`config.mk`:
```
export PLATFORM = sky130hd
export DESIGN_NAME = rv_core
export DESIGN_NICKNAME = d
export VERILOG_FILES = /design/src/design/rv_pkg.sv /design/src/design/rv_decode.sv /design/src/design/rv_regfile.sv /design/src/design/rv_alu.sv /design/src/design/rv_pc_unit.sv /design/src/design/rv_core.sv
export SDC_FILE = /design/constraint.sdc
export NUM_CORES = 2
export LEC_CHECK = 0
export ABC_AREA = 1
export BUFFER_PORTS_ARGS = -buffer_cell sky130_fd_sc_hd__clkbuf_2
export CAP_MARGIN = 20
export CORE_ASPECT_RATIO = 1.1
export CORE_MARGIN = 1.5
export CORE_UTILIZATION = 30
export CTS_CLUSTER_SIZE = 10
export DETAILED_ROUTE_END_ITERATION = 10
export GPL_ROUTABILITY_DRIVEN = 1
export SLEW_MARGIN = 20
export SYNTH_ARGS = -nofsm -noshare
export SYNTH_HDL_FRONTEND = slang
export SYNTH_SLANG_ARGS = --single-unit
```
`constraint.sdc`:
```
create_clock -name clk -period 14.5 [get_ports clk]
set_clock_uncertainty 0.15 [all_clocks]
set_input_delay 0.725 -clock clk [delete_from_list [all_inputs] [get_ports clk]]
set_output_delay 0.725 -clock clk [all_outputs]
set_load 0.005 [all_outputs]
```
`src/design/rv_pkg.sv`:
```
package rv_pkg;

  localparam int xlen       = 32;
  localparam int reg_addr_w = 5;
  localparam int num_regs   = 32;

  localparam logic [xlen-1:0] reset_pc = '0;

  // major opcodes
  localparam logic [6:0] op_lui    = 7'b0110111;
  localparam logic [6:0] op_auipc  = 7'b0010111;
  localparam logic [6:0] op_jal    = 7'b1101111;
  localparam logic [6:0] op_branch = 7'b1100011;
  localparam logic [6:0] op_imm    = 7'b0010011;
  localparam logic [6:0] op_reg    = 7'b0110011;
  localparam logic [6:0] op_system = 7'b1110011;

  // funct3 for OP and OP-IMM
  localparam logic [2:0] f3_add  = 3'b000;
  localparam logic [2:0] f3_sll  = 3'b001;
  localparam logic [2:0] f3_slt  = 3'b010;
  localparam logic [2:0] f3_sltu = 3'b011;
  localparam logic [2:0] f3_xor  = 3'b100;
  localparam logic [2:0] f3_sr   = 3'b101; // srl / sra
  localparam logic [2:0] f3_or   = 3'b110;
  localparam logic [2:0] f3_and  = 3'b111;

  // funct3 for conditional branches
  localparam logic [2:0] f3_beq  = 3'b000;
  localparam logic [2:0] f3_bne  = 3'b001;
  localparam logic [2:0] f3_blt  = 3'b100;
  localparam logic [2:0] f3_bge  = 3'b101;
  localparam logic [2:0] f3_bltu = 3'b110;
  localparam logic [2:0] f3_bgeu = 3'b111;

  localparam logic [6:0] funct7_alt = 7'b0100000; // sub, sra, srai

  localparam int alu_op_w = 4;

  localparam logic [alu_op_w-1:0] alu_add    = 4'd0;
  localparam logic [alu_op_w-1:0] alu_sub    = 4'd1;
  localparam logic [alu_op_w-1:0] alu_sll    = 4'd2;
  localparam logic [alu_op_w-1:0] alu_slt    = 4'd3;
  localparam logic [alu_op_w-1:0] alu_sltu   = 4'd4;
  localparam logic [alu_op_w-1:0] alu_xor    = 4'd5;
  localparam logic [alu_op_w-1:0] alu_srl    = 4'd6;
  localparam logic [alu_op_w-1:0] alu_sra    = 4'd7;
  localparam logic [alu_op_w-1:0] alu_or     = 4'd8;
  localparam logic [alu_op_w-1:0] alu_and    = 4'd9;
  localparam logic [alu_op_w-1:0] alu_pass_b = 4'd10; // lui

  // one instruction word, four ways to slice it
  typedef union packed {
    struct packed {
      logic [6:0] funct7;
      logic [4:0] rs2;
      logic [4:0] rs1;
      logic [2:0] funct3;
      logic [4:0] rd;
      logic [6:0] opcode;
    } r;
    struct packed {
      logic [11:0] imm;
      logic [4:0]  rs1;
      logic [2:0]  funct3;
      logic [4:0]  rd;
      logic [6:0]  opcode;
    } i;
    struct packed {
      logic       imm12;
      logic [5:0] imm10_5;
      logic [4:0] rs2;
      logic [4:0] rs1;
      logic [2:0] funct3;
      logic [3:0] imm4_1;
      logic       imm11;
      logic [6:0] opcode;
    } b;
    struct packed {
      logic [19:0] upper; // u immediate, or the shuffled j offset
      logic [4:0]  rd;
      logic [6:0]  opcode;
    } uj;
  } rv_insn_u;

endpackage

```
`src/design/rv_decode.sv`:
```
`timescale 1ns/1ps

module rv_decode import rv_pkg::*; (
  input  rv_insn_u              insn,
  output logic [reg_addr_w-1:0] rs1,
  output logic [reg_addr_w-1:0] rs2,
  output logic [reg_addr_w-1:0] rd,
  output logic [xlen-1:0]       imm,
  output logic [alu_op_w-1:0]   alu_op,
  output logic                  alu_src_imm,
  output logic                  alu_src_pc,
  output logic                  reg_write,
  output logic                  is_branch,
  output logic [2:0]            br_funct3,
  output logic                  is_jal,
  output logic                  is_ecall,
  output logic                  illegal
);

  logic f7_zero;
  logic f7_alt;

  assign rs1       = insn.r.rs1;
  assign rs2       = insn.r.rs2;
  assign rd        = insn.r.rd;
  assign br_funct3 = insn.b.funct3;

  assign f7_zero = (insn.r.funct7 == 7'd0);
  assign f7_alt  = (insn.r.funct7 == funct7_alt);

  // same funct3 map for OP and OP-IMM, alt picks sub / sra
  function automatic logic [alu_op_w-1:0] map_op(input logic [2:0] f3, input logic alt);
    case (f3)
      f3_add:  map_op = alt ? alu_sub : alu_add;
      f3_sll:  map_op = alu_sll;
      f3_slt:  map_op = alu_slt;
      f3_sltu: map_op = alu_sltu;
      f3_xor:  map_op = alu_xor;
      f3_sr:   map_op = alt ? alu_sra : alu_srl;
      f3_or:   map_op = alu_or;
      default: map_op = alu_and;
    endcase
  endfunction

  always_comb begin
    imm         = '0;
    alu_op      = alu_add;
    alu_src_imm = 1'b0;
    alu_src_pc  = 1'b0;
    reg_write   = 1'b0;
    is_branch   = 1'b0;
    is_jal      = 1'b0;
    is_ecall    = 1'b0;
    illegal     = 1'b0;
    case (insn.r.opcode)
      op_lui, op_auipc: begin
        imm         = {insn.uj.upper, 12'b0};
        alu_op      = (insn.r.opcode == op_lui) ? alu_pass_b : alu_add;
        alu_src_imm = 1'b1;
        alu_src_pc  = (insn.r.opcode == op_auipc);
        reg_write   = 1'b1;
      end
      op_jal: begin
        imm = {{11{insn.uj.upper[19]}}, insn.uj.upper[19], insn.uj.upper[7:0],
               insn.uj.upper[8], insn.uj.upper[18:9], 1'b0};
        is_jal    = 1'b1;
        reg_write = 1'b1; // link register gets pc+4
      end
      op_branch: begin
        imm = {{19{insn.b.imm12}}, insn.b.imm12, insn.b.imm11, insn.b.imm10_5,
               insn.b.imm4_1, 1'b0};
        is_branch = 1'b1;
        illegal   = !(insn.b.funct3 inside {f3_beq, f3_bne, f3_blt, f3_bge, f3_bltu, f3_bgeu});
      end
      op_imm: begin
        imm         = {{20{insn.i.imm[11]}}, insn.i.imm};
        alu_op      = map_op(insn.i.funct3, (insn.i.funct3 == f3_sr) && f7_alt); // no subi
        alu_src_imm = 1'b1;
        reg_write   = 1'b1;
        if (insn.i.funct3 == f3_sll) illegal = !f7_zero;
        if (insn.i.funct3 == f3_sr)  illegal = !(f7_zero || f7_alt);
      end
      op_reg: begin
        alu_op    = map_op(insn.r.funct3, f7_alt);
        reg_write = 1'b1;
        // alt encoding only exists for sub and sra
        illegal = !(f7_zero || (f7_alt && insn.r.funct3 inside {f3_add, f3_sr}));
      end
      op_system: begin
        is_ecall = ({insn.i.imm, insn.i.rs1, insn.i.funct3, insn.i.rd} == '0);
        illegal  = !is_ecall; // ebreak and csr ops are not implemented
      end
      default: illegal = 1'b1;
    endcase
    if (illegal) reg_write = 1'b0;
  end

endmodule

```
`src/design/rv_regfile.sv`:
```
`timescale 1ns/1ps

module rv_regfile import rv_pkg::*; (
  input  logic                  clk,
  input  logic                  rst,
  input  logic [reg_addr_w-1:0] rs1,
  input  logic [reg_addr_w-1:0] rs2,
  output logic [xlen-1:0]       rs1_data,
  output logic [xlen-1:0]       rs2_data,
  input  logic [reg_addr_w-1:0] rd,
  input  logic [xlen-1:0]       wr_data,
  input  logic                  wr_en
);

  logic [xlen-1:0] regs [num_regs];

  // x0 is cleared by reset and never written after that
  always_ff @(posedge clk) begin
    if (rst) begin
      for (int i = 0; i < num_regs; i++) begin
        regs[i] <= '0;
      end
    end else if (wr_en && rd != '0) begin
      regs[rd] <= wr_data;
    end
  end

  // async read, old value on a same-cycle write
  assign rs1_data = regs[rs1];
  assign rs2_data = regs[rs2];

  a_x0_read: assert property (
    @(posedge clk) disable iff (rst)
    (rs1 == '0) |-> (rs1_data == '0)
  ) else $error("read of x0 returned nonzero");

endmodule

```
`src/design/rv_alu.sv`:
```
`timescale 1ns/1ps

module rv_alu import rv_pkg::*; (
  input  logic [xlen-1:0]     a,
  input  logic [xlen-1:0]     b,
  input  logic [alu_op_w-1:0] op,
  output logic [xlen-1:0]     result
);

  logic [4:0] shamt;

  assign shamt = b[4:0]; // upper bits of b are ignored for shifts

  always_comb begin
    case (op)
      alu_add:    result = a + b;
      alu_sub:    result = a - b;
      alu_sll:    result = a << shamt;
      alu_slt:    result = {{(xlen-1){1'b0}}, $signed(a) < $signed(b)};
      alu_sltu:   result = {{(xlen-1){1'b0}}, a < b};
      alu_xor:    result = a ^ b;
      alu_srl:    result = a >> shamt;
      alu_sra:    result = $unsigned($signed(a) >>> shamt);
      alu_or:     result = a | b;
      alu_and:    result = a & b;
      alu_pass_b: result = b;
      default:    result = '0;
    endcase
  end

  // the decoder must only ever hand over one of the eleven codes
  always_comb begin
    a_op_defined: assert final (op inside {alu_add, alu_sub, alu_sll, alu_slt, alu_sltu,
                                           alu_xor, alu_srl, alu_sra, alu_or, alu_and,
                                           alu_pass_b})
      else $error("undefined alu op %h", op);
  end

endmodule

```
`src/design/rv_pc_unit.sv`:
```
`timescale 1ns/1ps

module rv_pc_unit import rv_pkg::*; (
  input  logic            clk,
  input  logic            rst,
  input  logic [xlen-1:0] rs1_data,
  input  logic [xlen-1:0] rs2_data,
  input  logic [xlen-1:0] imm,
  input  logic            is_branch,
  input  logic [2:0]      br_funct3,
  input  logic            is_jal,
  input  logic            is_ecall,
  input  logic            illegal,
  output logic [xlen-1:0] pc,
  output logic            halt,
  output logic            running
);

  logic            br_taken;
  logic [xlen-1:0] pc_plus4;
  logic [xlen-1:0] pc_target;
  logic [xlen-1:0] pc_next;

  always_comb begin
    case (br_funct3)
      f3_beq:  br_taken = (rs1_data == rs2_data);
      f3_bne:  br_taken = (rs1_data != rs2_data);
      f3_blt:  br_taken = ($signed(rs1_data) < $signed(rs2_data));
      f3_bge:  br_taken = ($signed(rs1_data) >= $signed(rs2_data));
      f3_bltu: br_taken = (rs1_data < rs2_data);
      f3_bgeu: br_taken = (rs1_data >= rs2_data);
      default: br_taken = 1'b0; // reserved, decoder flags it illegal
    endcase
  end

  assign pc_plus4  = pc + xlen'(4);
  assign pc_target = pc + imm;
  assign pc_next   = ((is_branch && br_taken) || is_jal) ? pc_target : pc_plus4;

  assign running = !halt && !rst;

  // the halting instruction keeps its own pc
  always_ff @(posedge clk) begin
    if (rst) begin
      pc   <= reset_pc;
      halt <= 1'b0;
    end else if (running) begin
      if (is_ecall || illegal) begin
        halt <= 1'b1;
      end else begin
        pc <= pc_next;
      end
    end
  end

  // branch and jal offsets from the decoder must keep fetch aligned
  a_pc_aligned: assert property (
    @(posedge clk) disable iff (rst)
    pc[1:0] == 2'b00
  ) else $error("pc not word aligned: %h", pc);

endmodule

```
`src/design/rv_core.sv`:
```
`timescale 1ns/1ps

module rv_core import rv_pkg::*; (
  input  logic                  clk,
  input  logic                  rst,
  input  logic [xlen-1:0]       insn,
  output logic [xlen-1:0]       pc,
  output logic                  halt,
  output logic                  illegal,
  output logic                  retire_valid,
  output logic [reg_addr_w-1:0] retire_rd,
  output logic [xlen-1:0]       retire_data
);

  logic [reg_addr_w-1:0] rs1;
  logic [reg_addr_w-1:0] rs2;
  logic [reg_addr_w-1:0] rd;
  logic [xlen-1:0]       imm;
  logic [alu_op_w-1:0]   alu_op;
  logic                  alu_src_imm;
  logic                  alu_src_pc;
  logic                  reg_write;
  logic                  is_branch;
  logic [2:0]            br_funct3;
  logic                  is_jal;
  logic                  is_ecall;
  logic                  running;
  logic [xlen-1:0]       rs1_data;
  logic [xlen-1:0]       rs2_data;
  logic [xlen-1:0]       op_a;
  logic [xlen-1:0]       op_b;
  logic [xlen-1:0]       alu_result;
  logic [xlen-1:0]       wr_data;

  rv_decode u_decode (
    .insn        (insn),
    .rs1         (rs1),
    .rs2         (rs2),
    .rd          (rd),
    .imm         (imm),
    .alu_op      (alu_op),
    .alu_src_imm (alu_src_imm),
    .alu_src_pc  (alu_src_pc),
    .reg_write   (reg_write),
    .is_branch   (is_branch),
    .br_funct3   (br_funct3),
    .is_jal      (is_jal),
    .is_ecall    (is_ecall),
    .illegal     (illegal)
  );

  assign op_a    = alu_src_pc ? pc : rs1_data;   // auipc
  assign op_b    = alu_src_imm ? imm : rs2_data;
  assign wr_data = is_jal ? pc + xlen'(4) : alu_result; // link address for jal

  // nothing retires once halted or during reset
  assign retire_valid = reg_write && running;
  assign retire_rd    = rd;
  assign retire_data  = wr_data;

  rv_regfile u_regfile (
    .clk      (clk),
    .rst      (rst),
    .rs1      (rs1),
    .rs2      (rs2),
    .rs1_data (rs1_data),
    .rs2_data (rs2_data),
    .rd       (rd),
    .wr_data  (wr_data),
    .wr_en    (retire_valid)
  );

  rv_alu u_alu (
    .a      (op_a),
    .b      (op_b),
    .op     (alu_op),
    .result (alu_result)
  );

  rv_pc_unit u_pc_unit (
    .clk       (clk),
    .rst       (rst),
    .rs1_data  (rs1_data),
    .rs2_data  (rs2_data),
    .imm       (imm),
    .is_branch (is_branch),
    .br_funct3 (br_funct3),
    .is_jal    (is_jal),
    .is_ecall  (is_ecall),
    .illegal   (illegal),
    .pc        (pc),
    .halt      (halt),
    .running   (running)
  );

endmodule

```
# Word-level counts from Yosys, hierarchy flattened
# Memory sizes are Yosys's and may differ from the RTL's.
# Cells that the tools add are included.
# W data, S select, Z words.
# classes
n_div	0
muxes	33
order_cmp	6
shift	3
add_sub_neg	4
eq_ne	27
multipliers	0
n_reduce_logical	31
n_bitwise	4
# ops
cell	n
$pmux W32 S11	1
$mux W32	5
$lt A32 B32 Y1	4
$pmux W32 S4	1
$add A32 B32 Y32	2
$ge A32 B32 Y1	2
$pmux W4 S7	2
$add A32 B3 Y32 const B	1
$and A32 B32 Y32	1
$eq A32 B32 Y1	1
$ne A32 B32 Y1	1
$or A32 B32 Y32	1
$reduce_or A32 Y1	1
$shl A32 B5 Y32	1
$shr A32 B5 Y32	1
$sshr A32 B5 Y32	1
$sub A32 B32 Y32	1
$xor A32 B32 Y32	1
$logic_not A25 Y1	1
$eq A7 B6 Y1 const B	3
$eq A7 B7 Y1 const B	3
$mux W1	19
$eq A4 B3 Y1 const B	4
$eq A7 B5 Y1 const B	2
other kinds (25)	48
# word_totals
reg_bits	33
memories	1
in_bits	34
latchBits	0
elab_cells	111
mem_bits_ro	0
ram_bits	1024
output_inout_bits	72
# memory_table
memory	words	width	read_ports	rd_ports_with_merged_regs	wr	line_no	rtl
u_regfile.regs	32	32	2	0	32	rv_regfile.sv:15	logic [xlen-1:0] regs [num_regs];

# Longest topological paths before layout
# logic_depth
depth_word	14
depth_mapped	40
ltp_nobuf	35

# By module
# Synthesis repeated with hierarchy kept, for this count alone.
# hier_totals
hier_cells	10707
hier_area_um2	74734.2
# modules_own_cells
module	seq_area_each_um2	cells_each	instances	area_per_inst_um2
rv_regfile	30749.5	7191	1	56678.1
rv_alu	0.0	2191	1	10327.4
rv_pc_unit	660.6	787	1	4880.9
rv_core	0.0	365	1	1970.6
rv_decode	0.0	173	1	877.1

# Worst setup path after synthesis
# Ideal clock, no wire load.
# synth_timing
path_type	in2out
start	input insn[20]
end	output retire_data[28]
path_slack_ns	8.476
t_required_ns	13.625
t_arrival_ns	5.149
cell_stages	31
path_buffers	10
cell_sequence	buf_6 > buf_4 > buf_6 > buf_4 > buf_2 > buf_2 > buf_4 > buf_2 > o211ai_1 > nand3_1 > a32o_1 > o31ai_1 > o22ai_1 > ha_1 > buf_2 > inv_1 > nor2_1 > nand3_1 > nor3_1 > nand3_1 > nand3_1 > a21oi_1 > o21ai_0 > a21boi_0 > nor2_1 > nor2_1 > nor2_1 > nand3_1 > nand2_1 > buf_2 > nand2_1
# synth_between
elab_chain_cells	5
word_cells_on_any_way	13
# synth_lines
item	line_no	rtl
start, declared	rv_core.sv:6	input logic [xlen-1:0] insn,
$mem_v2 Z32 W32 or $pmux W32 S4 (tied branches)	n/a	
$mux W32 (*)	rv_core.sv:53	assign op_b = alu_src_imm ? imm : rs2_data;
$sub A32 B32 Y32, or another cell as far along	rv_alu.sv:17	alu_sub: result = a - b;
$pmux W32 S11 (*)	rv_alu.sv:15	case (op)
$mux W32 (*)	rv_core.sv:54	assign wr_data = is_jal ? pc + xlen'(4) : alu_result;
end, declared	rv_core.sv:12	output logic [xlen-1:0] retire_data
# Mark *: on every way between the ends. The rest lies on a longest branch, timed or not.

# Worst setup path after layout
# Ends and elaborated chain as after synthesis.

==> flow_metrics.env <==
export IMPL_dpl_cell_count=12600
export IMPL_cts_root_buf="clkbuf_16"
export IMPL_dp_slack_ps=5510
export IMPL_drc_errors=1
export IMPL_final_core_util_pct=32.5
export IMPL_p_leak_nw=32.6
export IMPL_tns_ps=0
export IMPL_reg2reg_depth=24
export IMPL_dieArea_um2=250000
export IMPL_yosysSeqAreaShare_pct=42.3
export IMPL_switchingPower_w=0.00342
export IMPL_fin_cells=12800
export IMPL_start_util_pct=30.1
export IMPL_cp_data_required_time_ps=13620
export IMPL_nets=9689
export IMPL_fin_hold_ws_ps=231
export IMPL_synth_area_um2=74200
export IMPL_muxShareOfSynthArea_pct=0.0135
export IMPL_clkLatencyLatePin_ps=810
export IMPL_violations="DRC"
export IMPL_hp_class="in -> reg"
export IMPL_synth_edff_count=1024
export IMPL_yosysWarnings=0
export IMPL_holdPathEnd="u_regfile.regs[0][31]$_SDFFCE_PN0P_"
export IMPL_coreArea_um2=246000
export IMPL_ant_nets=0
export IMPL_hold_depth=1
export IMPL_worstHoldStart="rst"
export IMPL_report_final_setup_viol=0
export IMPL_io_buffers=105
export IMPL_internal_power_w=0.00555
export IMPL_arrival_ps=8620
export IMPL_std_cell_rows=191
export IMPL_dp_hpwl_um=238000
export IMPL_ys_dominant_reg_cell="edfxtp_1"
export IMPL_post_cts_resized=0
export IMPL_seqPwrFrac_pct=38.8
export IMPL_io_pins=106
export IMPL_min_period_ps=9490
export IMPL_tightest_slew_ps=1180
export IMPL_r2r_slack_ps=7860
export IMPL_cts_hold_buffers=0
export IMPL_grt_max_degree=172
export IMPL_vias=75100
export IMPL_cts_tree="done"
export IMPL_yosysTopAreaCellShare_pct=41.4
export IMPL_p_clk_share_pct=31.5
export IMPL_fp_dieH_um=525
export IMPL_cts_sinks=1057
export IMPL_overflow=0
export IMPL_crit_fanout=96
export IMPL_hold_viol_final=0
export IMPL_postCtsSetupBuffers=0
export IMPL_synthTopCellsByArea="edfxtp_1 (41%), a21oi_1 (12%), nand2_1 (10%)"
export IMPL_syn_mean_instance_area_um2=7.56
export IMPL_drt_iter0_drc=11600
export IMPL_yosys_register_bits=1057
export IMPL_gp_congestion=1.02
export IMPL_combPwrFrac_pct=29.7
export IMPL_die_x_um=477
export IMPL_synth_cell_types=69
export IMPL_synth_top_family_by_area="compound AO/OA/AOI/OAI gates"
export IMPL_p_sw_share_pct=38.1
export IMPL_yosys_area_share_simple_pct=21.0
export IMPL_htree_levels=3
export IMPL_timing_final_crit_share_pct=65.5
export IMPL_status="finished with violations"
export IMPL_r2r_start="u_regfile.regs[29][14]$_SDFFCE_PN0P_"
export IMPL_syn_to_final_growth_pct=7.83
export IMPL_slew_viol_final=0
export IMPL_critPathKind="in -> out"
export IMPL_maxSlewHeadroom_pct=20.8
export IMPL_cts_buffers=120
export IMPL_timing_rr_end="u_regfile.regs[12][19]$_SDFFCE_PN0P_"
export IMPL_fillCellCount=26600
export IMPL_grt_pass1_vias=68900
export IMPL_grtUsageTotal_pct=27.9
export IMPL_synth_xor_area_share_pct=0.791
export IMPL_synth_top_area_cell="edfxtp_1"
export IMPL_rsz0062_at_grt="no"
export IMPL_cap_violations=0
export IMPL_vdd_ir_drop_max_mv=0.121
export IMPL_wl_per_cell_um=28.5
export IMPL_startpoint_type="primary input"
export IMPL_vias_per_cell=5.86
export IMPL_drive_gt1_share_pct=7.10
export IMPL_cts_buffer_depth=3
export IMPL_antenna_found_initial=20
export IMPL_fin_ws_ps=5010
export IMPL_clock_fmax_mhz=105
export IMPL_synth_compound_area_share_pct=21.8
export IMPL_worstSetupEndpointType="primary output"
export IMPL_syn_inst=9819
export IMPL_clkTransAtPathRegs_ps=50
export IMPL_powerDensity_nw_per_um2=112
export IMPL_wl_um=366000
export IMPL_grt_pass1_wl_um=509000
export IMPL_synthAdderAreaFrac_pct=2.96
export IMPL_drt_first_pass_iters=9
export IMPL_synthArstFlopShare_pct=0
synth_stat cells, drive strengths merged (33+ instances only):
| master | count |
|---|---|
| a21oi | 1740 |
| buf | 494 |
| clkbuf | 332 |
| dfxtp | 33 |
| edfxtp | 1024 |
| ha | 171 |
| inv | 1030 |
| nand2 | 2080 |
| nand3 | 929 |
| nand4 | 65 |
| nor2 | 518 |
| nor3 | 46 |
| o211ai | 242 |
| o21ai | 818 |
| o221ai | 54 |
| xor2 | 51 |
cell type report:
| type | count | area [µm²] | share of cell area, % |
|---|---|---|---|
| well taps | 3281 | 4110 | 5.13 |
| clock buffers | 151 | 3160 | 3.95 |
| multi-input cells | 6935 | 34800 | 43.5 |
| diodes | 7 | 17.5 | 0.0219 |
| flip-flops and latches | 1057 | 31400 | 39.3 |
| clock inverters | 16 | 193 | 0.241 |
| inverters | 1032 | 3910 | 4.88 |
| repair buffers | 335 | 2390 | 2.99 |
metrics by stage:
stage          area, µm²  total power, W
2_1_floorplan      74300         0.00519
3_3_place_gp       76600         0.00610
3_5_place_dp       76600         0.00609
4_1_cts            80000         0.00886
5_1_grt            80000         0.00922
6_report           80000         0.00897
per-layer routing:
layer  GRT usage (%)  up-vias  share of wire [%]
met4            17.8       20                7.3
li1                -    32900                  -
met5           0.592        -              0.089
met3            7.68     1170                 13
met1            35.2    35700                 37
met2            41.8     5346                 42
how the worst max path moves through the flow:
stage | startpoint | endpoint | cells past startpoint
2_1_floorplan | insn[20] | retire_data[28] | 31
3_3_place_gp | insn[20] | retire_data[28] | 26
3_5_place_dp | insn[21] | retire_data[28] | 29
4_1_cts | insn[21] | retire_data[28] | 29
5_1_grt | insn[20] | retire_data[28] | 30
6_report | insn[20] | retire_data[28] | 28
state kept, by name, summed over array words and instances, names as in the netlist:
name            flops
u_pc_unit.halt      1
u_pc_unit.pc       32
u_regfile.regs   1024
worst max-delay path: stages:
cell	delay, ps
buf_8	420
buf_4	920
buf_4	700
o21ai_0	210
nand3_1	120
nand3_1	190
nand3_1	290
nand3_1	130
nand2_2	100
buf_4	640
ha_1	310
inv_1	60
o21bai_1	250
a31oi_1	150
inv_1	200
nand3_1	100
nand3_1	270
a21oi_1	160
o21ai_0	500
a21boi_0	220
nor2_1	130
nor2_1	60
nor2_1	290
nand3_1	250
nand2_1	120
buf_4	360
nand2_1	230
clkbuf_2	170
layout by cell type, fill, tap and decap left out, types with 16 or more instances in the layout:
cell type  instances
a21oi_1         1727
buf_4            227
clkbuf_1          29
clkbuf_16        122
clkbuf_2          96
conb_1            32
dfxtp_1           33
edfxtp_1        1024
ha_1             171
inv_1            968
inv_2             54
nand2_1         2010
nand2_2           63
nand3_1          918
nand4_1           65
nor2_1           497
nor3_1            40
o211ai_1         241
o21ai_0          764
o21ai_1           50
o221ai_1          54
o22ai_1           23
xnor2_1           16
xor2_1            51
kinds of logic (layout without fill, tap and decap cells):
group	Yosys count	in the layout
other	1	39
xor gates and xnor gates	67	67
and+or+nand+nor	3677	3677
muxes	1	1
DFF	1057	1057
AOI/OAI and AO/OA	2984	2984
buffers and inverters	1858	1534
adders and majority gates	174	174
power by group through the flow:
stage	Clock (W)	Sequential (W)	Combinational [W]
after floorplan	0	0.00353	0.00166
after global placement	0	0.00354	0.00257
after detailed placement	0	0.00354	0.00255
after CTS	0.00282	0.00348	0.00256
after global routing	0.00293	0.00349	0.00281
final	0.00283	0.00348	0.00267
Note: power is estimated with default switching activity, not from simulation.
